**src/logic/conv_pkg.sv**
```systemverilog
/*
 * shared widths and stream types for the 3x3 convolution engine
 * pixels, weights, bias and partial sums are signed 16-bit fixed point
 * window and weight taps are row-major, tap 0 is the top-left pixel
 */
`default_nettype none

package conv_pkg;

   localparam int PIX_W   = 16;           // pixel and weight width
   localparam int TAPS    = 9;            // fixed 3x3 filter
   localparam int ACC_W   = 2*PIX_W + 4;  // nine products need four growth bits
   localparam int LINE_AW = 8;            // line-length field

   typedef logic signed [PIX_W-1:0] pix_t;
   typedef pix_t [TAPS-1:0] window_t;
   typedef pix_t [TAPS-1:0] weights_t;
   typedef logic signed [ACC_W-1:0] acc_t;

   // one pixel or partial sum per beat
   typedef struct packed {
      pix_t data;
      logic last;
   } pix_beat_t;

   typedef struct packed {
      window_t win;
      logic    last;
   } win_beat_t;

   typedef struct packed {
      acc_t data;
      logic last;
   } acc_beat_t;

   // must stay stable while an image is in flight
   typedef struct packed {
      logic [LINE_AW-1:0] line_width;  // 3 .. LINE_MAX
      logic               use_bias;    // 0 takes the partial-sum stream
      logic               relu;
      pix_t               bias;
   } conv_cfg_t;

endpackage

`default_nettype wire

```
**src/logic/conv_psum_fifo.sv**
```systemverilog
/*
 * four-entry FIFO for the incoming partial-sum stream
 * a write is readable on the next cycle, ready is low while full
 */
`timescale 1ns/10ps
`default_nettype none

module conv_psum_fifo (
   input  wire                      clk,
   input  wire                      rst_n,
   input  wire                      in_valid_i,
   input  wire conv_pkg::pix_beat_t in_i,
   output logic                     in_ready_o,
   output logic                     out_valid_o,
   output conv_pkg::pix_beat_t      out_o,
   input  wire                      out_ready_i
);

   localparam int DEPTH = 4;
   localparam int PTR_W = $clog2(DEPTH);

   conv_pkg::pix_beat_t mem [DEPTH];
   logic [PTR_W-1:0]    wr_ptr;
   logic [PTR_W-1:0]    rd_ptr;
   logic [PTR_W:0]      count;
   logic                push;
   logic                pop;

   assign in_ready_o  = (count != DEPTH[PTR_W:0]);
   assign out_valid_o = (count != '0);
   assign out_o       = mem[rd_ptr];

   assign push = in_valid_i && in_ready_o;
   assign pop  = out_valid_o && out_ready_i;

   always_ff @(posedge clk) begin
      if (push) mem[wr_ptr] <= in_i;
   end

   // pointers wrap naturally at four entries
   always_ff @(posedge clk or negedge rst_n) begin
      if (!rst_n) begin
         wr_ptr <= '0;
         rd_ptr <= '0;
         count  <= '0;
      end else begin
         if (push) wr_ptr <= wr_ptr + 1'b1;
         if (pop)  rd_ptr <= rd_ptr + 1'b1;
         if (push && !pop) begin
            count <= count + 1'b1;
         end else if (pop && !push) begin
            count <= count - 1'b1;
         end
      end
   end

endmodule

`default_nettype wire

```
**config.mk**
```make
export PLATFORM = sky130hd
export DESIGN_NAME = conv_psum_fifo
export DESIGN_NICKNAME = d
export VERILOG_FILES = /design/src/logic/conv_pkg.sv /design/src/logic/conv_psum_fifo.sv
export SDC_FILE = /design/constraint.sdc
export NUM_CORES = 1
export LEC_CHECK = 0
export ABC_AREA = 1
export BUFFER_PORTS_ARGS = -buffer_cell sky130_fd_sc_hd__buf_2
export CAP_MARGIN = 20
export CORE_MARGIN = 3
export CORE_UTILIZATION = 49
export DETAILED_ROUTE_END_ITERATION = 16
export PLACE_DENSITY = 0.75
export REMOVE_ABC_BUFFERS = 1
export SYNTH_ARGS = -nofsm -noshare
export SYNTH_HDL_FRONTEND = slang
export SYNTH_SLANG_ARGS = --single-unit
```
**constraint.sdc**
```tcl
create_clock -name clk -period 2.2 [get_ports clk]
set_input_delay 0.11 -clock clk [delete_from_list [all_inputs] [get_ports clk]]
set_output_delay 0.11 -clock clk [all_outputs]
set_load 0.005 [all_outputs]
```
== Word-level counts from Yosys, hierarchy flattened ==
Memory sizes are Yosys's and may differ from the RTL's.
Index checks and enable logic that the tools add are counted.

* Register bits after elaboration: 7
* Latch bits: 0
* Bits in writable memories: 68
* ROM bits: 0
* Input port bits: 21
* Word-level logic and storage cells: 21
* Memories kept: 1

{| class="wikitable"
|+ Memory list
! name !! words !! width !! rd ports !! clocked after Yosys merged registers in !! write ports !! line !! source
|-
| mem || 4 || 17 || 1 || 0 || 1 || conv_psum_fifo.sv:22 || <nowiki>conv_pkg::pix_beat_t mem [DEPTH];</nowiki>
|}

* Add/sub/neg operators: 4
* Multiply operators: 0
* Div/mod/pow operators: 0
* Magnitude comparators: 0
* Equality and inequality tests: 1
* Shifts and indexed selects: 0
* Mux-type cells: 4
* Bitwise gates (word level): 0
* Reductions and logical operators: 8

{| class="wikitable"
|+ Operator list
! operator !! count
|-
| $mux 3 || 2
|-
| $add 2x1->2 const B || 2
|-
| $logic_and 1x1->1 || 4
|-
| $add 3x1->3 const B || 1
|-
| $ne 3x3->1 const B || 1
|-
| $reduce_bool 3->1 || 1
|-
| $sub 3x1->3 const B || 1
|-
| $logic_not 1->1 || 2
|-
| $mux 1 || 2
|-
| $reduce_bool 2->1 || 1
|}

== Depth between registers and ports, before layout ==
* Word-level depth: 6
* Depth in mapped cells: 12
* Depth with buffers taken out: 12

== Worst setup path after synthesis ==
Ideal clock, no wire load.

* Path kind: reg2reg
* Start: reg count[0]
* End: mem mem[0][0] (netlist name) (enable)
* Arrival time: 1.498 ns
* Required time: 1.809 ns
* Setup slack: 0.312 ns
* Cell stages (with the launch flop): 5
* Period minus slack after synthesis: 1.888 ns
* Path through: dfrtp_1 inv_2 nand3_1 nand2_1 nor2_1

* Word-level cells in the longest chain between the ends: 4

{| class="wikitable"
|+ Ends and longest elaborated chain
! item !! line !! source
|-
| start, declared || conv_psum_fifo.sv:25 || <nowiki>logic [PTR_W:0] count;</nowiki>
|-
| start signal, assigned || conv_psum_fifo.sv:50 || <nowiki>count <= count + 1'b1;</nowiki>
|-
| start signal, assigned || conv_psum_fifo.sv:52 || <nowiki>count <= count - 1'b1;</nowiki>
|-
| $ne 3x3->1 || conv_psum_fifo.sv:29 || <nowiki>assign in_ready_o = (count != DEPTH[PTR_W:0]);</nowiki>
|-
| net in_ready_o || conv_psum_fifo.sv:13 || <nowiki>output logic in_ready_o,</nowiki>
|-
| $logic_and 1x1->1 || conv_psum_fifo.sv:33 || <nowiki>assign push = in_valid_i && in_ready_o;</nowiki>
|-
| $mux 1 || conv_psum_fifo.sv:37 || <nowiki>if (push) mem[wr_ptr] <= in_i;</nowiki>
|-
| $mux 1 (implied by the code) || conv_psum_fifo.sv:37 ||
|-
| end, declared || conv_psum_fifo.sv:22 ||
|}

The timed path passes the listed nets, and every way through them passes these cells.

==> results.sh <==
export IMPL_slew_violations=0
export IMPL_path_class="reg -> out"
export IMPL_routabilityCongestion=0.775
export IMPL_finalHoldViolCount=0
export IMPL_cts_made_buffers=9
export IMPL_die_w_um=86.7
export IMPL_grt_pass1_wl_mm=8.94
export IMPL_p_sw_mw=1.65
export IMPL_port_buffers=39
export IMPL_drtIter0Drc=88
export IMPL_routed_via_density=4.93
export IMPL_worst_clock_skew_ns=0.00837
export IMPL_power_total_mw=4.88
export IMPL_drtAntennaViolNets=0
export IMPL_synth_warning_count=0
export IMPL_layout_cells_non_filler=404
export IMPL_maxCapViolations=0
export IMPL_dp_cells=370
export IMPL_die_h_um=86.7
export IMPL_hold_depth=3
export IMPL_fin_tns_setup_ns=0
export IMPL_postLayoutCoreUtil_pct=64.3
export IMPL_power_share_sequential_pct=41.7
export IMPL_routed_wl_mm=5.47
export IMPL_grt_pass1_vias=2024
export IMPL_relSlewSlack_pct=72.2
export IMPL_drt_drc_violations_left=0
export IMPL_p_comb_share_pct=35.3
export IMPL_ys_seq_area_share_pct=69.5
export IMPL_period_needed_ns=1.87
export IMPL_nets=351
export IMPL_cp_data_arrival_time_ns=1.76
export IMPL_firstDrtPassIters=4
export IMPL_htreeDepth=3
export IMPL_powerDensity_nw_per_um2=1250
export IMPL_grt_setup_unrepaired="no"
export IMPL_area_delta_synth_final_pct=22.8
export IMPL_grt_use_total_pct=16.2
export IMPL_wl_per_cell_um=13.5
export IMPL_n_fill_cell=452
export IMPL_dieArea_sq_um=7520
export IMPL_power_internal_mw=3.23
export IMPL_crit_path_end_kind="output port"
export IMPL_grt_max_degree=49
export IMPL_syn_cell_area_sq_um=3190
export IMPL_cts_resized=0
export IMPL_ir_worst_vdd_uv=735
export IMPL_cp_required_ns=2.09
export IMPL_placed_area_sq_um=3520
export IMPL_diodes=0
export IMPL_leakagePower_nw=1.68
export IMPL_clk_pin_slew_ns=0.08
export IMPL_dp_slack_ns=0.412
export IMPL_ctsHoldBuffers=18
export IMPL_tightest_slew_ns=0.417
export IMPL_cts_tree="built"
export IMPL_overflow=0
export IMPL_io_pins=40
export IMPL_netlist_instances=257
export IMPL_finalCritPeriodShare_pct=85.1
export IMPL_start_util_pct=52.3
export IMPL_fin_ws_ns=0.327
export IMPL_hp_class="in -> reg"
export IMPL_clkLatencyLatePin_ns=0.34
export IMPL_crit_path_max_fanout=48
export IMPL_worst_r2r_cell_count=10
export IMPL_final_area_sq_um=3920
export IMPL_power_frac_clock_pct=23.0
export IMPL_placementRows=28
export IMPL_via_count=1990
export IMPL_setup_viol=0
export IMPL_ys_types=19
export IMPL_cts_root_buf="clkbuf_8"
export IMPL_ys_ff_latch=75
export IMPL_dp_final_hpwl_mm=3.52
export IMPL_syn_area_per_cell_sq_um=12.4
export IMPL_run_status="finished clean"
export IMPL_fmax_ghz=0.534
export IMPL_core_sq_um=6100
export IMPL_crit_path_start_kind="register"
export IMPL_max_clock_path_buffers=2
export IMPL_hold_ws_ns=0.0327
export IMPL_drive_gt1_share_pct=24.6
export IMPL_final_cell_mix="68 x nand2_1, 68 x edfxtp_1, 45 x inv_1"
export IMPL_antenna_found_initial=0
export IMPL_post_cts_buffers=0
export IMPL_cts_sinks=75
export IMPL_swShare_pct=33.8
[cells by family after synthesis]
logic type      share of synthesized area, %
fa+ha+maj                               2.59
simple gates                            9.76
xor+xnor                               0.275
buf+inv                                 8.31
compound gates                          9.57
flops                                   69.5
[critical path, stage by stage, from the launching register on]
cell	delay, ns
dfrtp_1	0.41
inv_2	0.33
buf_12	0.28
nand2_1	0.08
o211ai_1	0.09
nand2_1	0.09
buf_2	0.13
[Yosys cell counts, drive strengths merged]
cell | n | area [sq um]
o211ai | 34 | 300
ha | 5 | 62.6
xnor2 | 1 | 8.76
fa | 1 | 20.0
nor2 | 4 | 15.0
nand2 | 68 | 255
edfxtp | 68 | 2040
dfrtp | 7 | 175
inv | 50 | 190
nand3 | 7 | 35.0
nand4 | 1 | 6.26
o21ai | 1 | 5.00
buf | 10 | 75.1
[area by class of cell]
class	instances	area, sq um	area share, %
clock buffer	10	128	3.26
clock inverter	6	90.1	2.30
inverter	50	190	4.85
multi-input combinational	122	718	18.3
sequential	75	2220	56.6
tap	75	93.8	2.40
timing repair buffer	66	480	12.3
[power groups by stage]
stage | registers, mW | logic (mW) | clock network (mW)
6_report | 2.03 | 1.72 | 1.12
3_5_place_dp | 2.06 | 1.72 | 0
3_3_place_gp | 2.05 | 1.67 | 0
4_1_cts | 2.04 | 1.75 | 1.15
2_1_floorplan | 2.05 | 1.01 | 0
5_1_grt | 2.07 | 1.94 | 1.23
[flip-flops by register name, summed over array words and instances, names as in the netlist]
name and flops:
count 3, mem 68, rd_ptr 2, wr_ptr 2
[path summary, 6_finish.rpt]
check / start / to / slack, ns
max in group asynchronous: rst_n / count[0] / 1.90
worst min register to register: count[2] / count[2] / 0.53
worst max register to register: count[0] / count[2] / 0.41
min in group asynchronous: rst_n / wr_ptr[1] / 0.13
worst max-delay path: rd_ptr[0] / out_o[13] / 0.33
worst min-delay path: in_valid_i / wr_ptr[1] / 0.03
[metal layers]
metal	track usage [%]	wire, um
met5	0	0
met4	8.50	128
met3	5.42	282
met2	26.5	2640
met1	19.0	2420
Power figures use the tool's default switching activity.
