### src/logic/conv_pkg.sv
/*
 * shared widths and stream types for the 3x3 convolution engine
 * pixels, weights, bias and partial sums are signed 16-bit fixed point
 * window and weight taps are row-major, tap 0 is the top-left pixel
 */
`default_nettype none

package conv_pkg;

   localparam int PIX_W   = 16;           // pixel and weight width
   localparam int TAPS    = 9;            // fixed 3x3 filter
   localparam int ACC_W   = 2*PIX_W + 4;  // nine products need four growth bits
   localparam int LINE_AW = 8;            // line-length field

   typedef logic signed [PIX_W-1:0] pix_t;
   typedef pix_t [TAPS-1:0] window_t;
   typedef pix_t [TAPS-1:0] weights_t;
   typedef logic signed [ACC_W-1:0] acc_t;

   // one pixel or partial sum per beat
   typedef struct packed {
      pix_t data;
      logic last;
   } pix_beat_t;

   typedef struct packed {
      window_t win;
      logic    last;
   } win_beat_t;

   typedef struct packed {
      acc_t data;
      logic last;
   } acc_beat_t;

   // must stay stable while an image is in flight
   typedef struct packed {
      logic [LINE_AW-1:0] line_width;  // 3 .. LINE_MAX
      logic               use_bias;    // 0 takes the partial-sum stream
      logic               relu;
      pix_t               bias;
   } conv_cfg_t;

endpackage

`default_nettype wire

### src/logic/conv_linebuffer.sv
/*
 * line buffer forming 3x3 windows, no zero padding
 * line_width_i must be 3 .. LINE_MAX and stable during an image
 * only fully covered windows are emitted, counters restart after last
 */
`timescale 1ns/10ps
`default_nettype none

module conv_linebuffer #(
   parameter int LINE_MAX = 32
) (
   input  wire                            clk,
   input  wire                            rst_n,
   input  wire [conv_pkg::LINE_AW-1:0]    line_width_i,
   input  wire                            pix_valid_i,
   input  wire conv_pkg::pix_beat_t       pix_i,
   output logic                           pix_ready_o,
   output logic                           win_valid_o,
   output conv_pkg::win_beat_t            win_o,
   input  wire                            win_ready_i
);

   localparam int MEM_AW = (LINE_MAX > 1) ? $clog2(LINE_MAX) : 1;

   conv_pkg::pix_t mem_near [LINE_MAX];  // previous line
   conv_pkg::pix_t mem_far  [LINE_MAX];  // line before that

   conv_pkg::window_t            win_q;
   conv_pkg::window_t            win_d;
   conv_pkg::pix_t               up_near;
   conv_pkg::pix_t               up_far;
   logic [conv_pkg::LINE_AW-1:0] col_q;
   logic [1:0]                   row_q;  // saturates at 2
   logic [MEM_AW-1:0]            addr;
   logic                         accept;
   logic                         win_ok;

   // take a pixel while the output register is empty or draining
   assign pix_ready_o = !win_valid_o || win_ready_i;
   assign accept      = pix_valid_i && pix_ready_o;

   assign addr    = col_q[MEM_AW-1:0];
   assign up_near = mem_near[addr];
   assign up_far  = mem_far[addr];
   assign win_ok  = (col_q >= 2) && (row_q == 2'd2);

   // shift window one column left, new column from memories and pixel
   always_comb begin
      for (int r = 0; r < 3; r++) begin
         win_d[r*3]     = win_q[r*3 + 1];
         win_d[r*3 + 1] = win_q[r*3 + 2];
      end
      win_d[2] = up_far;
      win_d[5] = up_near;
      win_d[8] = pix_i.data;
   end

   always_ff @(posedge clk) begin
      if (accept) begin
         mem_far[addr]  <= up_near;     // rotate lines at this column
         mem_near[addr] <= pix_i.data;
         win_q          <= win_d;
      end
   end

   // column modulo line width, row count
   always_ff @(posedge clk or negedge rst_n) begin
      if (!rst_n) begin
         col_q <= '0;
         row_q <= '0;
      end else if (accept) begin
         if (pix_i.last) begin
            col_q <= '0;
            row_q <= '0;
         end else if (col_q == line_width_i - 1'b1) begin
            col_q <= '0;
            if (row_q != 2'd2) begin
               row_q <= row_q + 1'b1;
            end
         end else begin
            col_q <= col_q + 1'b1;
         end
      end
   end

   always_ff @(posedge clk or negedge rst_n) begin
      if (!rst_n) begin
         win_valid_o <= 1'b0;
      end else if (pix_ready_o) begin
         win_valid_o <= accept && win_ok;
      end
   end

   always_ff @(posedge clk) begin
      if (accept && win_ok) begin
         win_o.win  <= win_d;
         win_o.last <= pix_i.last;  // last pixel always closes a full window
      end
   end

endmodule

`default_nettype wire

### config.mk
export PLATFORM = sky130hd
export DESIGN_NAME = conv_linebuffer
export DESIGN_NICKNAME = d
export VERILOG_FILES = /design/src/logic/conv_pkg.sv /design/src/logic/conv_linebuffer.sv
export SDC_FILE = /design/constraint.sdc
export NUM_CORES = 1
export LEC_CHECK = 0
export BUFFER_PORTS_ARGS = -buffer_cell sky130_fd_sc_hd__buf_2
export CORE_MARGIN = 10
export CORE_UTILIZATION = 50
export DETAILED_ROUTE_END_ITERATION = 7
export GPL_TIMING_DRIVEN = 1
export MAX_ROUTING_LAYER = met4
export PLACE_DENSITY = 0.76
export SETUP_SLACK_MARGIN = 0.02
export SYNTH_ARGS = -nofsm -noshare
export SYNTH_HDL_FRONTEND = slang
export SYNTH_SLANG_ARGS = --single-unit
### constraint.sdc
create_clock -name clk -period 24.2 [get_ports clk]
set_input_delay 1.21 -clock clk [delete_from_list [all_inputs] [get_ports clk]]
set_output_delay 1.21 -clock clk [all_outputs]
set_load 0.03 [all_outputs]
After elaboration in Yosys (flattened, before gate mapping). Memories as Yosys holds them, arrays and structs flattened. Index checks and enable logic that the tools add are counted.

Register bits after elaboration: 252. Bits in writable memories: 1024. Bits of input ports: 29. Logic and storage cells: 43. Memories: 2.

Memories: mem_far (depth 32, width 16, read ports 1, clocked after memory_dff 0, write ports 1, RTL line conv_linebuffer.sv:26) `conv_pkg::pix_t mem_far [LINE_MAX];`; mem_near (depth 32, width 16, read ports 1, clocked after memory_dff 0, write ports 1, RTL line conv_linebuffer.sv:25) `conv_pkg::pix_t mem_near [LINE_MAX];`.

Add/subtract/negate cells: 3. Order comparisons: 1. Eq/ne operators: 3. Multiplexer cells: 7. Reduce and logical (&&, ||, !) cells: 8.

Operator list (number): two-way mux 8 bit (2); adder 8 x 1 -> 8 bit, second input constant (1); == test 8 bit (1); greater-or-equal comparator 8 x 2 -> 1 bit, second input constant (1); subtractor 8 x 1 -> 8 bit, second input constant (1); two-way mux 2 bit (3); nonzero test 2 bit (2); logical AND 1 bit (3); AND reduction 3 bit (1); adder 2 x 1 -> 2 bit, second input constant (1); == test 2 bit, second input constant (1); two-way mux 1 bit (2); inequality test 2 bit, second input constant (1); logical NOT 1 bit (1); logical OR 1 bit (1).

Depth between registers and ports, before layout.
Depth in word-level cells: 5. Gate-level depth with buffers: 8. Mapped depth without buffers: 8.

Worst setup path after synthesis. Ideal clock, no wire load.

Path type: in2reg. From: input port win_ready_i. To: register win_o[0] in the netlist's numbering, enable pin. Setup time: 0.737 ns. Arrival time: 9.164 ns. Required time: 23.463 ns. Slack: 14.298 ns. Stages: 5. Path buffers: 0. Path through: nand2b_1 > nand2_1 > inv_1 > nand2_1 > a31oi_1.

Cells in the longest elaborated chain, start to end: 3.

Ends and longest elaborated chain: start: declaration (RTL line conv_linebuffer.sv:20) `input wire win_ready_i`; logical OR 1 bit (RTL line conv_linebuffer.sv:39) `assign pix_ready_o = !win_valid_o || win_ready_i;`; logical AND 1 bit (RTL line conv_linebuffer.sv:40) `assign accept = pix_valid_i && pix_ready_o;`; logical AND 1 bit (RTL line conv_linebuffer.sv:95) `if (accept && win_ok) begin`; end: declaration (RTL line conv_linebuffer.sv:19) `output conv_pkg::win_beat_t win_o,`.

Every way passes these cells. A chain may end at the register's enable or synchronous reset.

Final worst setup path.
From: register col_q[0] in the netlist's numbering. To: memory mem_far[28][1] in the netlist's numbering, data pin.

Cells in the longest elaborated chain, start to end: 1.

Ends and longest elaborated chain: start: declaration (RTL line conv_linebuffer.sv:32) `logic [conv_pkg::LINE_AW-1:0] col_q;`; start signal: assignment (RTL line conv_linebuffer.sv:81) `col_q <= col_q + 1'b1;`; memory read (32 x 16 bit); named net up_near[1] (RTL line conv_linebuffer.sv:30) `conv_pkg::pix_t up_near;`; end: declaration (RTL line conv_linebuffer.sv:26).

The timed path passes the listed nets, and every way through them passes these cells.

==> impl_metrics.toml <==
[outcome]
status = "complete, no violations"

[layout]
final_common_cell = "edfxtp_1"
nNetsFinal = 2249
final_util = 0.5792
drive_gt1_frac = 0.3227
layout_common_cells = "1265 x edfxtp_1, 256 x mux4_2, 175 x buf_2"
area_growth_pct = 14.59

[timing]
clock-skew-final_ns = 0.03864
timing.setup.tns_ns = 0
post-route-period-util = 0.2088
rsz0062_at_grt = "no"
max_slew_margin = 0.1713
worstMarginPinSlew_ns = 1.239
final-setup-viol-count = 0
holdWs_ns = 0.3474
fmax_mhz = 197.9
drv_slew = 0
layout_setup_ws_ns = 19.15
hold_viol = 0
period_needed_ns = 5.052

[route]
wire_per_inst_um = 30.74
antenna_left = 0
drcViolationCount = 0
vias = 22170
first_pass_iters = 5
routed_wl_mm = 109.5
vias_per_cell = 6.222
dr.first_iter.drc_count = 3197

[logic_synthesis]
ys_ff_latch = 1276
synth_warnings = 0
seq_area_frac_synth = 0.8220
synth_edf_count = 1265
async_reset_ff_frac = 0.008621
syn_area_per_cell_um2 = 24.03
synth_cell_types = 40
synthesis.area_mm2 = 0.04654
synthCells = 1937
yosys_most_used_dff = "edfxtp_1"
syn_nets = 1972

[power_and_ir_drop]
switching_share = 0.2291
p_int_w = 0.003786
clock_power_share = 0.374
p_seq_frac = 0.534
power.density_mw_per_mm2 = 92.08
p_leak_nw = 16.70
combPwrFrac = 0.092
power_w = 0.004911
ir_worst_vdd_mv = 0.06154
power.switching_w = 0.001125

[place]
portBuffers = 175
preCtsSetupSlack_ns = 18.51
gp_congestion = 0.8108
place_hpwl_mm = 55.77

[critical_path]
arrival_ns = 5.49
regToRegStartpoint = "col_q[0]$_DFFE_PN0P_"
r2r_cells = 8
r2r-end = "mem_far[28][1]$_DFFE_PP_"
cp.required_ns = 24.64
path_class = "reg -> reg"
cp_max_fo = 105
end_kind = "flop"
crit_path_start_kind = "flop"
rrSetupSlack_ns = 19.15

[cts]
insertion_delay_ns = 0.72
cts_buffers = 121
clk_pin_slew_worst_paths_ns = 0.06
cts-resized-gates = 0
cts.root.buffer_cell = "clkbuf_16"
tritoncts = "built"
htree_levels = 3
holdBufCountCts = 0
postCtsSetupBuffers = 0
clock_path_buffers = 3
cts_num_sinks = 1276

[die]
ioPinCount = 176
rows = 111
die_h_um = 325.1
die-area_mm2 = 0.1057
start_util = 0.5055
die_x_um = 325.1
core_area_mm2 = 0.09208

[flow_run]
maxCapViolations = 0

[global_route]
grt_use_total = 0.2130
grt_pass1_vias = 23070
antenna_found_initial = 2
grt.overflow.total = 0
grt_pass1_wl_mm = 161.0
grt_max_degree = 106

[min_path]
hp-class = "in -> async"
## final cells by class
class | instances | area, um2
Clock inverter | 80 | 695.7
Multi-Input combinational cell | 562 | 8157
Tap cell | 1243 | 1555
Antenna cell | 2 | 5.005
Fill cell | 6262 | 38740
Inverter | 8 | 35.03
Clock buffer | 147 | 3147
Sequential cell | 1276 | 38270
Timing Repair Buffer | 245 | 1471
## cell usage after synthesis (6+ instances only)
cell,count,share of area
nor2_1,40,0.0032
ha_1,6,0.0016
buf_1,9,0.00073
dfrtp_1,11,0.0059
edfxtp_1,1265,0.82
a22oi_1,96,0.015
mux2_2,24,0.0058
buf_2,25,0.0027
mux4_2,256,0.12
nand4_1,34,0.0046
clkbuf_1,57,0.0046
xnor2_1,10,0.0019
inv_1,8,0.00065
nand2_1,35,0.0028
a32oi_1,8,0.0015
## through the flow
| step | cells | instance area (um2) |
|---|---|---|
| 6_report | 3563 | 53340 |
| 4_1_cts | 3555 | 53240 |
| 2_1_floorplan | 1937 | 46540 |
| 3_3_place_gp | 3328 | 49400 |
| 5_1_grt | 3562 | 53330 |
| 3_5_place_dp | 3328 | 49400 |
## metal layers
layer  routed length, um  up-vias  global-route usage
met5                   0        -                   -
li1                    -     8850                   -
met2               54880     1513              0.3383
met3               12280      264             0.04705
met4                3573        0             0.07585
met1               38790    11540              0.2707
## worst max-delay path by stage
stage	from	to	slack (ns)	cells after the start
after floorplan	win_ready_i	win_o[0]$_DFFE_PP_	14.30	5
after global placement	col_q[0]$_DFFE_PN0P_	mem_far[28][1]$_DFFE_PP_	18.79	7
after detailed placement	col_q[0]$_DFFE_PN0P_	mem_far[28][1]$_DFFE_PP_	18.51	7
after CTS	col_q[0]$_DFFE_PN0P_	mem_far[0][1]$_DFFE_PP_	18.50	7
after global routing	col_q[0]$_DFFE_PN0P_	win_d[65]$_DFFE_PP_	18.71	8
final	col_q[0]$_DFFE_PN0P_	mem_far[28][1]$_DFFE_PP_	19.15	8
## power groups by stage
| stage | registers [W] | logic, W | clock network, W |
|---|---|---|---|
| after detailed placement | 0.00268 | 0.000433 | 0 |
| final | 0.00262 | 0.000450 | 0.00184 |
| after global routing | 0.00263 | 0.000479 | 0.00194 |
| after floorplan | 0.00266 | 0.000276 | 0 |
| after global placement | 0.00267 | 0.000416 | 0 |
| after CTS | 0.00263 | 0.000438 | 0.00186 |
## sequential cells by signal (all words and copies together) (netlist names)
name / count
row_q: 2
win_valid_o: 1
mem_far: 512
mem_near: 512
col_q: 8
win_d: 96
win_o: 145
## cells by family (layout without fill, tap and decap cells)
| family | after synthesis | count (layout) | synth area share |
|---|---|---|---|
| multiplexers | 280 | 280 | 0.1297 |
| AO/OA/AOI/OAI | 119 | 119 | 0.01957 |
| adder cells (fa/ha/maj) | 6 | 6 | 0.001613 |
| other | 0 | 2 | 0 |
| AND/OR/NAND/NOR | 142 | 142 | 0.01562 |
| flip-flops | 1276 | 1276 | 0.8220 |
| XOR/XNOR | 15 | 15 | 0.002822 |
| buffers and inverters | 99 | 480 | 0.008656 |
## worst max-delay path, stage by stage (launching register included)
cell and delay (ns):
dfrtp_4 0.88, buf_12 0.66, buf_4 0.63, buf_4 0.67, mux4_2 0.59, mux2_2 0.29
nand2_1 0.09, nand4_1 0.41, buf_8 0.33
Power figures use the tool's default switching activity.
