$ cat src/logic/conv_pkg.sv
/*
 * shared widths and stream types for the 3x3 convolution engine
 * pixels, weights, bias and partial sums are signed 16-bit fixed point
 * window and weight taps are row-major, tap 0 is the top-left pixel
 */
`default_nettype none

package conv_pkg;

   localparam int PIX_W   = 16;           // pixel and weight width
   localparam int TAPS    = 9;            // fixed 3x3 filter
   localparam int ACC_W   = 2*PIX_W + 4;  // nine products need four growth bits
   localparam int LINE_AW = 8;            // line-length field

   typedef logic signed [PIX_W-1:0] pix_t;
   typedef pix_t [TAPS-1:0] window_t;
   typedef pix_t [TAPS-1:0] weights_t;
   typedef logic signed [ACC_W-1:0] acc_t;

   // one pixel or partial sum per beat
   typedef struct packed {
      pix_t data;
      logic last;
   } pix_beat_t;

   typedef struct packed {
      window_t win;
      logic    last;
   } win_beat_t;

   typedef struct packed {
      acc_t data;
      logic last;
   } acc_beat_t;

   // must stay stable while an image is in flight
   typedef struct packed {
      logic [LINE_AW-1:0] line_width;  // 3 .. LINE_MAX
      logic               use_bias;    // 0 takes the partial-sum stream
      logic               relu;
      pix_t               bias;
   } conv_cfg_t;

endpackage

`default_nettype wire

$ cat src/logic/conv_shift_adder.sv
/*
 * adds bias or partial sum to the window sum, shifts right by QF
 * (truncating), saturates to 16 bits and optionally rectifies
 * in partial-sum mode every result pops exactly one partial sum
 */
`timescale 1ns/10ps
`default_nettype none

module conv_shift_adder #(
   parameter int QF = 8
) (
   input  wire                      clk,
   input  wire                      rst_n,
   input  wire conv_pkg::conv_cfg_t cfg_i,
   input  wire                      sum_valid_i,
   input  wire conv_pkg::acc_beat_t sum_i,
   output logic                     sum_ready_o,
   input  wire                      psum_valid_i,
   input  wire conv_pkg::pix_beat_t psum_i,
   output logic                     psum_ready_o,
   output logic                     res_valid_o,
   output conv_pkg::pix_beat_t      res_o,
   input  wire                      res_ready_i
);

   localparam int SUM_W = conv_pkg::ACC_W + 1;  // one guard bit for the add
   localparam logic signed [SUM_W-1:0] SAT_MAX = 2**(conv_pkg::PIX_W-1) - 1;
   localparam logic signed [SUM_W-1:0] SAT_MIN = -(2**(conv_pkg::PIX_W-1));

   logic                    res_free;
   logic                    take;
   logic signed [SUM_W-1:0] addend;
   logic signed [SUM_W-1:0] total;
   logic signed [SUM_W-1:0] shifted;
   conv_pkg::pix_t          sat;
   conv_pkg::pix_t          act;

   // sum and partial sum move together through the join
   assign res_free     = !res_valid_o || res_ready_i;
   assign sum_ready_o  = res_free && (cfg_i.use_bias || psum_valid_i);
   assign psum_ready_o = res_free && !cfg_i.use_bias && sum_valid_i;
   assign take         = sum_valid_i && sum_ready_o;

   always_comb begin
      addend  = cfg_i.use_bias ? SUM_W'(cfg_i.bias) : SUM_W'(psum_i.data);
      total   = SUM_W'(sum_i.data) + addend;
      shifted = total >>> QF;
      if (shifted > SAT_MAX) begin
         sat = SAT_MAX[conv_pkg::PIX_W-1:0];
      end else if (shifted < SAT_MIN) begin
         sat = SAT_MIN[conv_pkg::PIX_W-1:0];
      end else begin
         sat = shifted[conv_pkg::PIX_W-1:0];
      end
      act = (cfg_i.relu && sat[conv_pkg::PIX_W-1]) ? '0 : sat;  // rectifier
   end

   always_ff @(posedge clk or negedge rst_n) begin
      if (!rst_n) begin
         res_valid_o <= 1'b0;
      end else if (res_free) begin
         res_valid_o <= take;
      end
   end

   always_ff @(posedge clk) begin
      if (take) begin
         res_o.data <= act;
         res_o.last <= sum_i.last;
      end
   end

endmodule

`default_nettype wire

$ cat config.mk
export PLATFORM = sky130hd
export DESIGN_NAME = conv_shift_adder
export DESIGN_NICKNAME = d
export VERILOG_FILES = /design/src/logic/conv_pkg.sv /design/src/logic/conv_shift_adder.sv
export SDC_FILE = /design/constraint.sdc
export NUM_CORES = 1
export LEC_CHECK = 0
export ABC_CLOCK_PERIOD_IN_PS = 1700
export BUFFER_PORTS_ARGS = -buffer_cell sky130_fd_sc_hd__buf_2
export CORE_MARGIN = 10
export CORE_UTILIZATION = 30
export CTS_BUF_LIST = sky130_fd_sc_hd__clkbuf_8
export DETAILED_ROUTE_END_ITERATION = 6
export HOLD_SLACK_MARGIN = 0.1
export PLACE_DENSITY = 0.52
export SETUP_SLACK_MARGIN = 0.05
export SYNTH_ARGS = -nofsm -noshare
export SYNTH_HDL_FRONTEND = slang
export SYNTH_SLANG_ARGS = --single-unit
$ cat constraint.sdc
create_clock -name clk -period 1.7 [get_ports clk]
set_input_delay 0.255 -clock clk [delete_from_list [all_inputs] [get_ports clk]]
set_output_delay 0.255 -clock clk [all_outputs]
set_load 0.01 [all_outputs]
==> Word-level counts from Yosys, hierarchy flattened <==
Cells that the tools add are included.
{ "op_classes": {"n_eq_ne": 0, "shift": 0, "muxes": 3, "order_cmp": 2, "n_div": 0, "reduce_logical": 9, "n_addsub": 1, "bitwise_logic": 0, "multipliers": 0} }
{ "op_table": {"columns": ["cell", "n"], "rows": [
  ["$add A36 B37 Y37", 1],
  ["$mux W37", 1],
  ["$mux W16", 2],
  ["$gt A29 B16 Y1 const B", 1],
  ["$lt A29 B16 Y1 const B", 1],
  ["$logic_and A1 B1 Y1", 5],
  ["$logic_not A1 Y1", 2],
  ["$logic_or A1 B1 Y1", 2]
]} }
{ "word_totals": {"word_cells": 18, "mem_count": 0, "in_bits": 85, "reg_bits": 18, "latch_bits": 0, "romBits": 0, "ramBits": 0, "out_inout_bits": 20} }

==> Logic depth before layout (Yosys ltp) <==
Gate-level depths: netlist of run 1.
{ "depth": {"ltp_word": 6, "depth_mapped": 15, "depth_no_buf": 11} }

==> Worst setup path after synthesis of run 1 <==
OpenSTA, ideal clock, no wires.
{ "synth_timing": {"path_type": "in2reg", "start": "in cfg_i[17] (netlist name)", "end": "reg res_o[15] (netlist name) (data pin)", "path_buffers": 4, "required_time_ps": 1434, "stages": 15, "setup_slack_ps": -2240, "arrival_time_ps": 3674, "setup_ps": 266, "path_cell_list": "buf_6 clkbuf_1 mux2_2 ha_1 buf_4 and4_4 and4_1 a21oi_2 a21oi_1 or4_4 a2111oi_4 nand3_2 o31ai_4 buf_6 o211ai_2"} }
{ "synth_via": {"elab_chain_cells": 6, "word_cells_on_any_way": 7, "classes_between": "1 x add/sub; 2 x order compare; 3 x mux; 1 x reduce/logical"} }
{ "synth_rtl": {"columns": ["item", "line", "text"], "rows": [
  ["from (decl)", "conv_shift_adder.sv:14", "input wire conv_pkg::conv_cfg_t cfg_i,"],
  ["$mux W37 *", "conv_shift_adder.sv:45", "addend = cfg_i.use_bias ? SUM_W'(cfg_i.bias) : SUM_W'(psum_i.data);"],
  ["$add A36 B37 Y37 *", "conv_shift_adder.sv:46", "total = SUM_W'(sum_i.data) + addend;"],
  ["$lt A29 B16 Y1", "conv_shift_adder.sv:50", "end else if (shifted < SAT_MIN) begin"],
  ["$mux W16", "conv_shift_adder.sv:50", null],
  ["$mux W16 *", "conv_shift_adder.sv:48", "if (shifted > SAT_MAX) begin"],
  ["$logic_and A1 B1 Y1", "conv_shift_adder.sv:55", "act = (cfg_i.relu && sat[conv_pkg::PIX_W-1]) ? '0 : sat;"],
  ["to (decl)", "conv_shift_adder.sv:22", "output conv_pkg::pix_beat_t res_o,"]
]} }
Every way passes the cells marked *; elsewhere a longest branch is shown, timed or not.
A chain may end at the register's enable or synchronous reset.

==> Final worst setup path of run 1 <==
{ "layout_timing": {"start": "in cfg_i[17] (netlist name)", "end": "reg res_o[13] (netlist name) (data pin)"} }
Same word-level chain as after synthesis.

==> results of run 1 <==
-- final cells by class --
| class | count | area [µm²] |
|---|---|---|
| Multi-Input combinational cell | 379 | 3210 |
| Tap cell | 143 | 179 |
| Timing Repair Buffer | 233 | 1630 |
| Inverter | 11 | 41.3 |
| Clock inverter | 1 | 3.75 |
| Sequential cell | 18 | 536 |
| Fill cell | 1099 | 5670 |
| Clock buffer | 3 | 41.3 |
-- critical path, delay by kind of cell --
kind / cells / cell delay (ns)
and+or+nand+nor: 2 / 0.67
AOI/OAI and AO/OA: 6 / 1.14
adders and majority gates: 1 / 0.33
buffers and inverters: 4 / 0.55
muxes: 1 / 0.40
-- metal layers --
metal / global-route usage [%] / vias up / part of all wire, %
met3: 1.70 / 10 / 5.1
li1: - / 2100 / -
met5: 0 / - / 0
met1: 19.4 / 1937 / 45
met4: 2.55 / 0 / 1.1
met2: 25.2 / 90 / 48
-- flip-flops by register name, summed over array words and instances, names as in the netlist --
name and cells:
res_o 17, res_valid_o 1
-- timing repair --
| item | 4_1_cts | 5_1_grt |
|---|---|---|
| buffers inserted | 5 | 8 |
| gates cloned | 3 | 0 |
| endpoints found under the setup margin | 16 | 16 |
| hold endpoints to repair | 1 | 0 |
| resized for setup | 39 | 42 |
| hold buffers | 1 | 0 |
| pin swaps | 12 | 30 |
-- layout by cell type (no fill, tap or decap), types with 15 or more instances in the layout --
cell | Yosys | final
buf_4 | 2 | 127
buf_2 | 10 | 94
nand2_1 | 50 | 49
a21oi_1 | 40 | 26
o21ai_0 | 30 | 25
nor2_1 | 20 | 18
nand4_1 | 17 | 17
edfxtp_1 | 17 | 17
ha_4 | 0 | 15
-- where the power goes --
group / leakage [nW] / switching, mW / total [mW] / internal (mW)
Sequential: 0.156 / 0.00835 / 0.553 / 0.544
Clock: 0.0231 / 0.129 / 0.289 / 0.160
Combinational: 2.21 / 1.32 / 2.64 / 1.32
Total: 2.39 / 1.46 / 3.48 / 2.03
-- stage by stage --
stage | cell area, µm² | setup TNS [ns] | setup WS [ns]
2_1_floorplan | 3580 | -28.69 | -1.87
3_3_place_gp | 5020 | -35.36 | -2.25
3_5_place_dp | 5020 | -35.29 | -2.24
4_1_cts | 5340 | -26.03 | -1.67
5_1_grt | 5650 | -27.58 | -1.78
6_report | 5650 | -25.77 | -1.66
-- logic make-up (layout without fill, tap and decap cells) --
family,Yosys count,after routing,share of synthesized area [%]
xor gates and xnor gates,20,20,5.09
AOI/OAI and AO/OA,166,166,34.3
buffers and inverters,36,248,4.95
and+or+nand+nor,139,139,21.2
DFF,18,18,15.6
adders and majority gates,35,35,12.7
muxes,18,19,6.18
-- how the worst min path moves through the flow --
stage	from	end	slack, ns	cells past startpoint
final	sum_i[0]	res_o[0]	0.18	1
after global routing	sum_i[0]	res_o[0]	0.18	1
after CTS	sum_i[0]	res_o[0]	0.18	1
after detailed placement	rst_n	res_valid_o	0.03	1
after global placement	rst_n	res_valid_o	0.03	1
after floorplan	rst_n	res_valid_o	-0.04	0
==> run_results.csv, run 1 <==
group,metric,value,unit
cells_and_area,syn_to_final_growth,64.1,%
yosys,synth-edff-count,17,
clocking,htree_num_levels,1,
yosys,ys_warn_count,0,
power_and_ir_drop,p_leak,2.39,nW
sta,setup_violations,16,
critical_path,required,1.69,ns
sta,clock.fmax,0.298,GHz
yosys,synth.most_common_cell,"nand2_1",
clocking,cts-buffers-inserted,3,
yosys,yosys-top-cells-count,"nand2_1, a21oi_1, ha_1",
die,die_h,127,µm
clocking,root_buffer,"clkbuf_8",
critical_path,endpoint,"res_o[13]",
cells_and_area,nets,766,
yosys,postSynthAreaPerCell,7.96,µm²
worst_hold_path,hold_path.class,"input port to flop",
yosys,ys_ff_latch,18,
critical_path,critical_path_class,"input port to flop",
die,die_x,127,µm
die,initial_utilization,30.4,%
clocking,cts.sinks,18,
sta,rsz0062_at_grt,"true",
drt,drc,0,
cells_and_area,fin_cells,788,
drt,routedWlPerCell,16.0,µm
placement,gp_congestion,0.867,
die,die_area,16200,µm²
drt,vias,4137,
sta,period_share,198,%
critical_path,reg2regPathDepth,4,
sta,relSlewSlack,69.3,%
yosys,netlist_area,3440,µm²
power_and_ir_drop,power.density,617,nW/µm²
placement,placedCellCount,768,
run_status,violations,"negative setup slack",
sta,holdWs,0.184,ns
cells_and_area,antenna_cells,0,
critical_path,max_stage_delay,0.53,ns
critical_path,cp_max_fo,8,
cells_and_area,drive_above_1_share,53.2,%
yosys,syn_nets,552,
drt,wl,12600,µm
drt,drt_iter0_markers,254,
die,design.core.area,11300,µm²
yosys,ys_async_sr_fraction,5.56,%
yosys,synth_flop_cell,"edfxtp_1",
sta,final.setup_skew,0.00110,ns
critical_path,cpMaxStageDelayCell,"or4_4",
critical_path,start_kind,"input port",
clocking,clk_latency,0.25,ns
run_status,status,"complete, but fails checks",
critical_path,timing.rr.start,"res_valid_o",
die,ios,105,
drt,drt_first_pass_iters,4,
sta,worst_slack,-1.66,ns
sta,drv_slew,0,
sta,hold_violations,0,
clocking,clk_path_buf_depth,2,
global_routing,grt_pass1_wl,20400,µm
critical_path,worstSetupEndpointType,"flop",
global_routing,grt_start_max_net_pins,28,
yosys,yosysTopAreaCell,"edfxtp_1",
global_routing,grt_pass1_vias,4204,
sta,tightest_slew,0.458,ns
critical_path,crit_arrival,3.34,ns
critical_path,reg2reg_to,"res_o[14]",
cells_and_area,finish.utilization,49.9,%
power_and_ir_drop,p_total,3.48,mW
yosys,synth_top_area_share,14.8,%
sta,fin_crit,3.36,ns
placement,io_buffers,95,
drt,routed_via_density,5.25,
yosys,synth-seq-area-share,15.6,%
drt,detail-route-antenna-nets,0,
global_routing,overflow,0,
critical_path,path_cells,"buf_16 > mux2_4 > ha_2 > a21oi_4 > o21ai_1 > a21o_1 > buf_4 > or4_4 > a2111oi_4 > nand3_2 > o31ai_4 > buf_6 > buf_12 > o211ai_1",
yosys,syn_inst,432,
clocking,cts_tree,"yes",
clocking,path_clk_slew,0.06,ns
job,drv_cap,0,
yosys,synthTopCellsByArea,"edfxtp_1, ha_1, a21oi_1, nand2_1, mux2_2",
global_routing,grt_usage,14.7,%
yosys,synth.distinct_cells,69,
critical_path,r2r_slack,0.38,ns
die,rows,39,
placement,dp_hpwl,10300,µm
power_and_ir_drop,ir_worst_vdd,420,µV
critical_path,crit_start,"cfg_i[17]",
global_routing,antenna_found_initial,0,
Note: power is estimated with default switching activity, not from simulation.
==> inputs of run 2 (changes only) <==
PLACE_DENSITY = 0.54   (was 0.52)
==> run 2 against run 1 <==
Net effect:
- the flow still finishes with violations (negative setup slack)
- clock skew grew 0.0021 ns
- wire length is 7.0% higher
- via count increased by 2.4%
- highest routed layer unchanged
- die area is the same
- core utilization increased by 3.3 points
- largest power group unchanged
- clock power barely moved
- global-route usage rose by 0.65 points
- total power rose by 5.1%
- sequential power about the same
- sequential share of layout area is 0.60 points lower
- critical path depth is 2 higher
- critical path type unchanged
==> run_results.csv, run 2 (synthesis results as in run 1) <==
group,metric,value,unit
sta,fin_crit,3.33,ns
die,die_h,127,µm
sta,holdWs,0.183,ns
cells_and_area,reg.largest.list,"res_o x17, res_valid_o x1",
placement,io_buffers,95,
sta,worst_slack,-1.63,ns
power_and_ir_drop,power.density,608,nW/µm²
power_and_ir_drop,p_total,3.66,mW
critical_path,critical_path_class,"input port to flop",
sta,drv_slew,0,
drt,drc,0,
critical_path,timing.rr.start,"res_valid_o",
cells_and_area,layout_commonest_cell,"buf_4",
clocking,htree_num_levels,1,
cells_and_area,nets,787,
placement,dp_slack,-2.23,ns
job,drv_cap,0,
clocking,cts_tree,"yes",
global_routing,grt_usage,15.3,%
critical_path,crit_start,"cfg_i[17]",
sta,setup_violations,16,
clocking,clk_latency,0.25,ns
sta,clock.fmax,0.300,GHz
power_and_ir_drop,p_leak,2.59,nW
die,design.core.area,11300,µm²
sta,tightest_slew,0.509,ns
placement,gp_congestion,0.875,
critical_path,required,1.69,ns
run_status,violations,"negative setup slack",
critical_path,worstSetupEndpointType,"flop",
die,die_x,127,µm
cells_and_area,drive_above_1_share,56.9,%
placement,dp_hpwl,10100,µm
global_routing,grt_pass1_wl,21200,µm
sta,rsz0062_at_grt,"true",
drt,vias,4236,
die,rows,39,
clocking,root_buffer,"clkbuf_8",
clocking,path_clk_slew,0.06,ns
worst_hold_path,hold_path.class,"input port to flop",
drt,drt_iter0_markers,270,
global_routing,grt_pass1_vias,4320,
sta,period_share,196,%
cells_and_area,final_cell_mix,"buf_4, buf_2, nand2_1, a21oi_1, o21ai_0",
drt,wl,13500,µm
worst_hold_path,holdCritStartpoint,"sum_i[0]",
cells_and_area,syn_to_final_growth,75.2,%
clocking,cts.sinks,18,
cells_and_area,largest-register,"res_o",
clocking,cts-buffers-inserted,3,
die,die_area,16200,µm²
global_routing,grt_start_max_net_pins,27,
critical_path,cp_max_fo,8,
critical_path,start_kind,"input port",
global_routing,overflow,0,
cells_and_area,largest_reg_flops,17,
sta,relSlewSlack,65.9,%
cells_and_area,antenna_cells,0,
die,initial_utilization,30.4,%
sta,final.setup_skew,0.00318,ns
drt,drt_first_pass_iters,4,
power_and_ir_drop,ir_worst_vdd,426,µV
run_status,status,"complete, but fails checks",
drt,routedWlPerCell,16.7,µm
die,ios,105,
drt,routed_via_density,5.24,
critical_path,crit_arrival,3.32,ns
global_routing,antenna_found_initial,0,
clocking,clk_path_buf_depth,2,
sta,hold_violations,0,
drt,detail-route-antenna-nets,0,
[run 2: cell types whose count changed in the layout (fill, tap and decap cells not counted), sizes merged]
cell / previous run / this run
bufbuf: 0 / 1
buf: 232 / 252
[run 2: what timing repair did]
action | in CTS | in global routing
buffers inserted | 16 | 13
hold buffers | 1 | 0
setup endpoints to repair | 16 | 16
resized for setup | 68 | 58
cloned | 4 | 0
hold endpoints to repair | 1 | 0
pin swaps | 17 | 37
[run 2: path summary, 6_finish.rpt]
kind / to / slack (ns) / cells after the start
setup / recovery: res_o[10] / -1.63 / 16
hold / removal: res_o[0] / 0.18 / 1
setup reg to reg: res_valid_o / 0.35 / 5
hold reg to reg: res_valid_o / 0.72 / 2
max in group asynchronous: res_valid_o / 1.30 / 2
min in group asynchronous: res_valid_o / 0.32 / 2
[run 2: worst max-delay path, cell delays in order]
cell	delay [ns]
buf_16	0.13
mux2_4	0.38
buf_6	0.15
ha_4	0.25
buf_4	0.13
nand4_1	0.18
nor2_2	0.09
buf_4	0.14
a22oi_2	0.26
nor2_2	0.07
or4_4	0.43
a22oi_2	0.18
nand3_2	0.12
o31ai_4	0.28
buf_6	0.18
o211ai_1	0.09
[run 2: final cells by class]
| type | instances | area (µm²) |
|---|---|---|
| Clock buffer | 3 | 41.3 |
| Multi-Input combinational cell | 379 | 3410 |
| Sequential cell | 18 | 536 |
| Clock inverter | 1 | 3.75 |
| Tap cell | 143 | 179 |
| Timing Repair Buffer | 254 | 1810 |
| Fill cell | 1055 | 5290 |
| Inverter | 11 | 41.3 |
[run 2: layer usage]
metal | up-vias | global-route usage (%) | share of wire [%]
met1 | 1987 | 19.6 | 45
met5 | - | 0 | 0
met3 | 11 | 2.07 | 4.6
met2 | 93 | 27.2 | 50
met4 | 0 | 2.08 | 0.84
li1 | 2145 | - | -
[run 2: metrics by stage]
stage	setup TNS, ns	instances	cell area (µm²)	util (%)
after floorplan	-28.69	432	3580	-
after global placement	-34.33	774	5060	44.7
after detailed placement	-35.10	774	5060	44.7
after CTS	-25.44	799	5680	50.1
after global routing	-27.61	809	6030	53.2
final	-25.56	809	6030	53.2
[run 2: where the power goes]
group          switching [mW]  leakage (nW)  internal (mW)
Combinational            1.41          2.41           1.41
Clock                   0.127        0.0231          0.160
Sequential            0.00839         0.156          0.544
Total                    1.55          2.59           2.11
==> inputs of run 3 (changes only) <==
ABC_AREA = 1   (was default)
==> run 3 against run 2 <==
Net effect:
- the run still ends with negative setup slack left
- clock skew barely moved
- non-clock buffer count fell by 33
- hold slack improved by 0.0067 ns
- critical path type unchanged
- critical endpoint is now res_o[9]
- largest cell class unchanged
- largest power group unchanged
- highest routed layer unchanged
==> run_results.csv, run 3 <==
group,metric,value,unit
run_status,status,"complete, but fails checks",
run_status,violations,"negative setup slack",
sta,tns,-16.63,ns
global_routing,use_met1,20.1,%
yosys,ys_async_sr_fraction,5.56,%
critical_path,critical_path_class,"input port to flop",
power_and_ir_drop,p_clk_share,8.4,%
cells_and_area,fin_area,6520,µm²
drt,detail-route-antenna-nets,0,
critical_path,worstSetupEndpointType,"flop",
yosys,synth.most_common_cell,"nand2_1",
cells_and_area,antenna_cells,0,
placement,placed_area,5320,µm²
yosys,synth.distinct_cells,39,
worst_hold_path,hold_path.class,"input port to flop",
yosys,postSynthAreaPerCell,5.96,µm²
sta,rsz0062_at_grt,"true",
worst_hold_path,hold_depth,1,
sta,hold_violations,0,
sta,period_share,163,%
drt,routedWlPerCell,14.5,µm
die,ios,105,
clocking,clk_latency,0.24,ns
global_routing,use_met2,29.2,%
global_routing,antenna_found_initial,0,
critical_path,required,1.69,ns
cells_and_area,multi_input_area,3890,µm²
worst_hold_path,holdCritStartpoint,"sum_i[0]",
cells_and_area,reg.largest.list,"res_o x17, res_valid_o x1",
global_routing,grt_pass1_vias,4856,
yosys,synth_top_family_by_area,"simple AND/OR/NAND/NOR gates",
yosys,ys_ff_latch,18,
yosys,synth.mux.area_fraction,0,%
placement,io_buffers,95,
global_routing,grt_start_max_net_pins,18,
cells_and_area,largest_reg_flops,17,
placement,gp_congestion,0.898,
sta,drv_slew,0,
global_routing,busiest_layer,"met2",
drt,vias,4654,
sta,tightest_slew,0.329,ns
cells_and_area,syn_to_final_growth,79.7,%
power_and_ir_drop,sequentialPowerShare,15.2,%
power_and_ir_drop,p_sw,1.76,mW
power_and_ir_drop,p_total,3.93,mW
critical_path,reg2reg_to,"res_o[16]",
yosys,synth_fa_ha_area_share,12.1,%
yosys,synth-seq-area-share,14.8,%
die,design.core.area,11900,µm²
yosys,syn_inst,609,
yosys,synth_compound_area_share,13.9,%
yosys,syn_nets,729,
critical_path,r2r_slack,0.52,ns
sta,fin_crit,2.77,ns
cells_and_area,layout.area.seq,536,µm²
clocking,cts_tree,"yes",
global_routing,grt_pass1_wl,22600,µm
sta,clock.fmax,0.361,GHz
placement,dp_hpwl,11400,µm
global_routing,grt_usage,16.4,%
drt,drt_first_pass_iters,5,
critical_path,cp_max_fo,7,
clocking,cts-buffers-inserted,3,
cells_and_area,layout_commonest_cell,"nand2_1",
die,die_area,16900,µm²
sta,relSlewSlack,77.8,%
critical_path,timing.rr.start,"res_valid_o",
clocking,root_buffer,"clkbuf_8",
yosys,synth-simple-area-share,44.7,%
critical_path,reg2regPathDepth,4,
yosys,synth_top_area_share,23.6,%
power_and_ir_drop,p_comb_share,76.5,%
sta,worst_slack,-1.07,ns
cells_and_area,fillCellCount,1166,
drt,drc,0,
yosys,synth_flop_cell,"edfxtp_1",
global_routing,overflow,0,
drt,drt_iter0_markers,159,
power_and_ir_drop,p_sw_share,44.8,%
cells_and_area,final_cell_mix,"nand2_1, buf_4, buf_2, nand2_2, inv_1",
sta,final.setup_skew,0.00367,ns
clocking,clk_path_buf_depth,2,
cells_and_area,nets,954,
global_routing,gr-usage-met3,2.15,%
clocking,cts.sinks,18,
critical_path,crit_start,"cfg_i[17]",
clocking,path_clk_slew,0.06,ns
power_and_ir_drop,ir_worst_vdd,345,µV
cells_and_area,largest-register,"res_o",
critical_path,crit_arrival,2.76,ns
die,initial_utilization,30.5,%
yosys,yosysTopAreaCell,"nand2_1",
drt,routed_via_density,4.75,
cells_and_area,drive_above_1_share,56.2,%
yosys,netlist_area,3630,µm²
die,die_h,130,µm
power_and_ir_drop,p_leak,3.13,nW
yosys,ys_warn_count,0,
die,die_x,130,µm
clocking,htree_num_levels,1,
yosys,yosys-top-cells-count,"nand2_1, inv_1, nor2_1",
job,drv_cap,0,
die,rows,40,
sta,setup_violations,16,
drt,wl,14200,µm
yosys,synth-edff-count,17,
worst_hold_path,hold_end,"res_o[0]",
yosys,synthTopCellsByArea,"nand2_1, edfxtp_1, ha_1, inv_1, nor2_1",
yosys,synthXorXnorAreaFrac,4.38,%
critical_path,start_kind,"input port",
power_and_ir_drop,power.density,603,nW/µm²
power_and_ir_drop,internal_power,2.17,mW
run 3: cell types whose count changed after synthesis, sizes merged, moves of 9 or more:
cell / before / now
buf: 14 / 4
nand2: 50 / 248
nand3: 6 / 32
inv: 11 / 76
o21ai: 39 / 14
nor2: 20 / 72
mux2: 16 / 0
clkbuf: 11 / 2
nand4: 17 / 2
o211ai: 24 / 0
a21oi: 43 / 56
run 3: kinds of logic (layout without fill, tap and decap cells):
kind of cell,Yosys count,in the layout
adder cells (fa/ha/maj),35,35
AND/OR/NAND/NOR,369,374
XOR/XNOR,16,16
flip-flops,18,18
buffers and inverters,85,304
AO/OA/AOI/OAI,86,86
run 3: what timing repair did:
| action | CTS | global route |
|---|---|---|
| pin swaps | 56 | 74 |
| gates cloned | 6 | 0 |
| hold buffers | 1 | 0 |
| buffers inserted | 20 | 9 |
| hold endpoints to repair | 1 | 0 |
| gates resized for setup | 121 | 94 |
| endpoints found under the setup margin | 16 | 16 |
run 3: area by class of cell:
class | instances | share of cell area [%]
Inverter | 79 | 4.81
Clock buffer | 4 | 0.844
Timing Repair Buffer | 221 | 23.6
Multi-Input combinational cell | 511 | 59.7
Tap cell | 147 | 2.82
Sequential cell | 18 | 8.21
run 3: power by group through the flow:
stage               clock [mW]  combinational [mW]  sequential, mW
floorplan                    0                1.44           0.643
global placement             0                2.26           0.605
detailed placement           0                2.27           0.607
CTS                      0.335                2.73           0.598
global route             0.354                3.29           0.602
finish                   0.329                3.01           0.597
run 3: how the worst max path moves through the flow:
stage	endpoint	slack, ns	cells past startpoint
after floorplan	res_o[15]	-0.92	17
after global placement	res_o[10]	-1.68	19
after detailed placement	res_o[11]	-1.71	19
after CTS	res_o[11]	-1.06	23
after global routing	res_o[13]	-1.21	21
final	res_o[9]	-1.07	19
run 3: per-stage QoR:
step                      std cells  worst slack [ns]  util, %  hold slack (ns)
after CTS                       972             -1.06     51.2            0.188
after detailed placement        941             -1.71     44.6           0.0315
after floorplan                 609            -0.924        -          -0.0406
final                           980             -1.07     54.8            0.190
after global routing            980             -1.21     54.8            0.186
after global placement          941             -1.68     44.6           0.0321
run 3: critical path: stages:
cell and delay [ns]:
buf_12 0.11, clkinv_8 0.08, nand2_8 0.12, nand2_8 0.10
ha_4 0.27, buf_6 0.12, a21oi_4 0.15, o21ai_2 0.09
buf_4 0.13, o21bai_4 0.17, a21oi_4 0.21, nand2_4 0.08
nand3_4 0.07, nand3_4 0.08, xor2_4 0.20, clkinv_4 0.16
buf_12 0.16, nand2_8 0.08, a21oi_2 0.06
run 3: routing by layer:
metal	vias to the layer above	share of wire, %
met3	26	5.2
met5	-	0
met1	2094	43
met2	125	49
met4	0	2.8
li1	2409	-
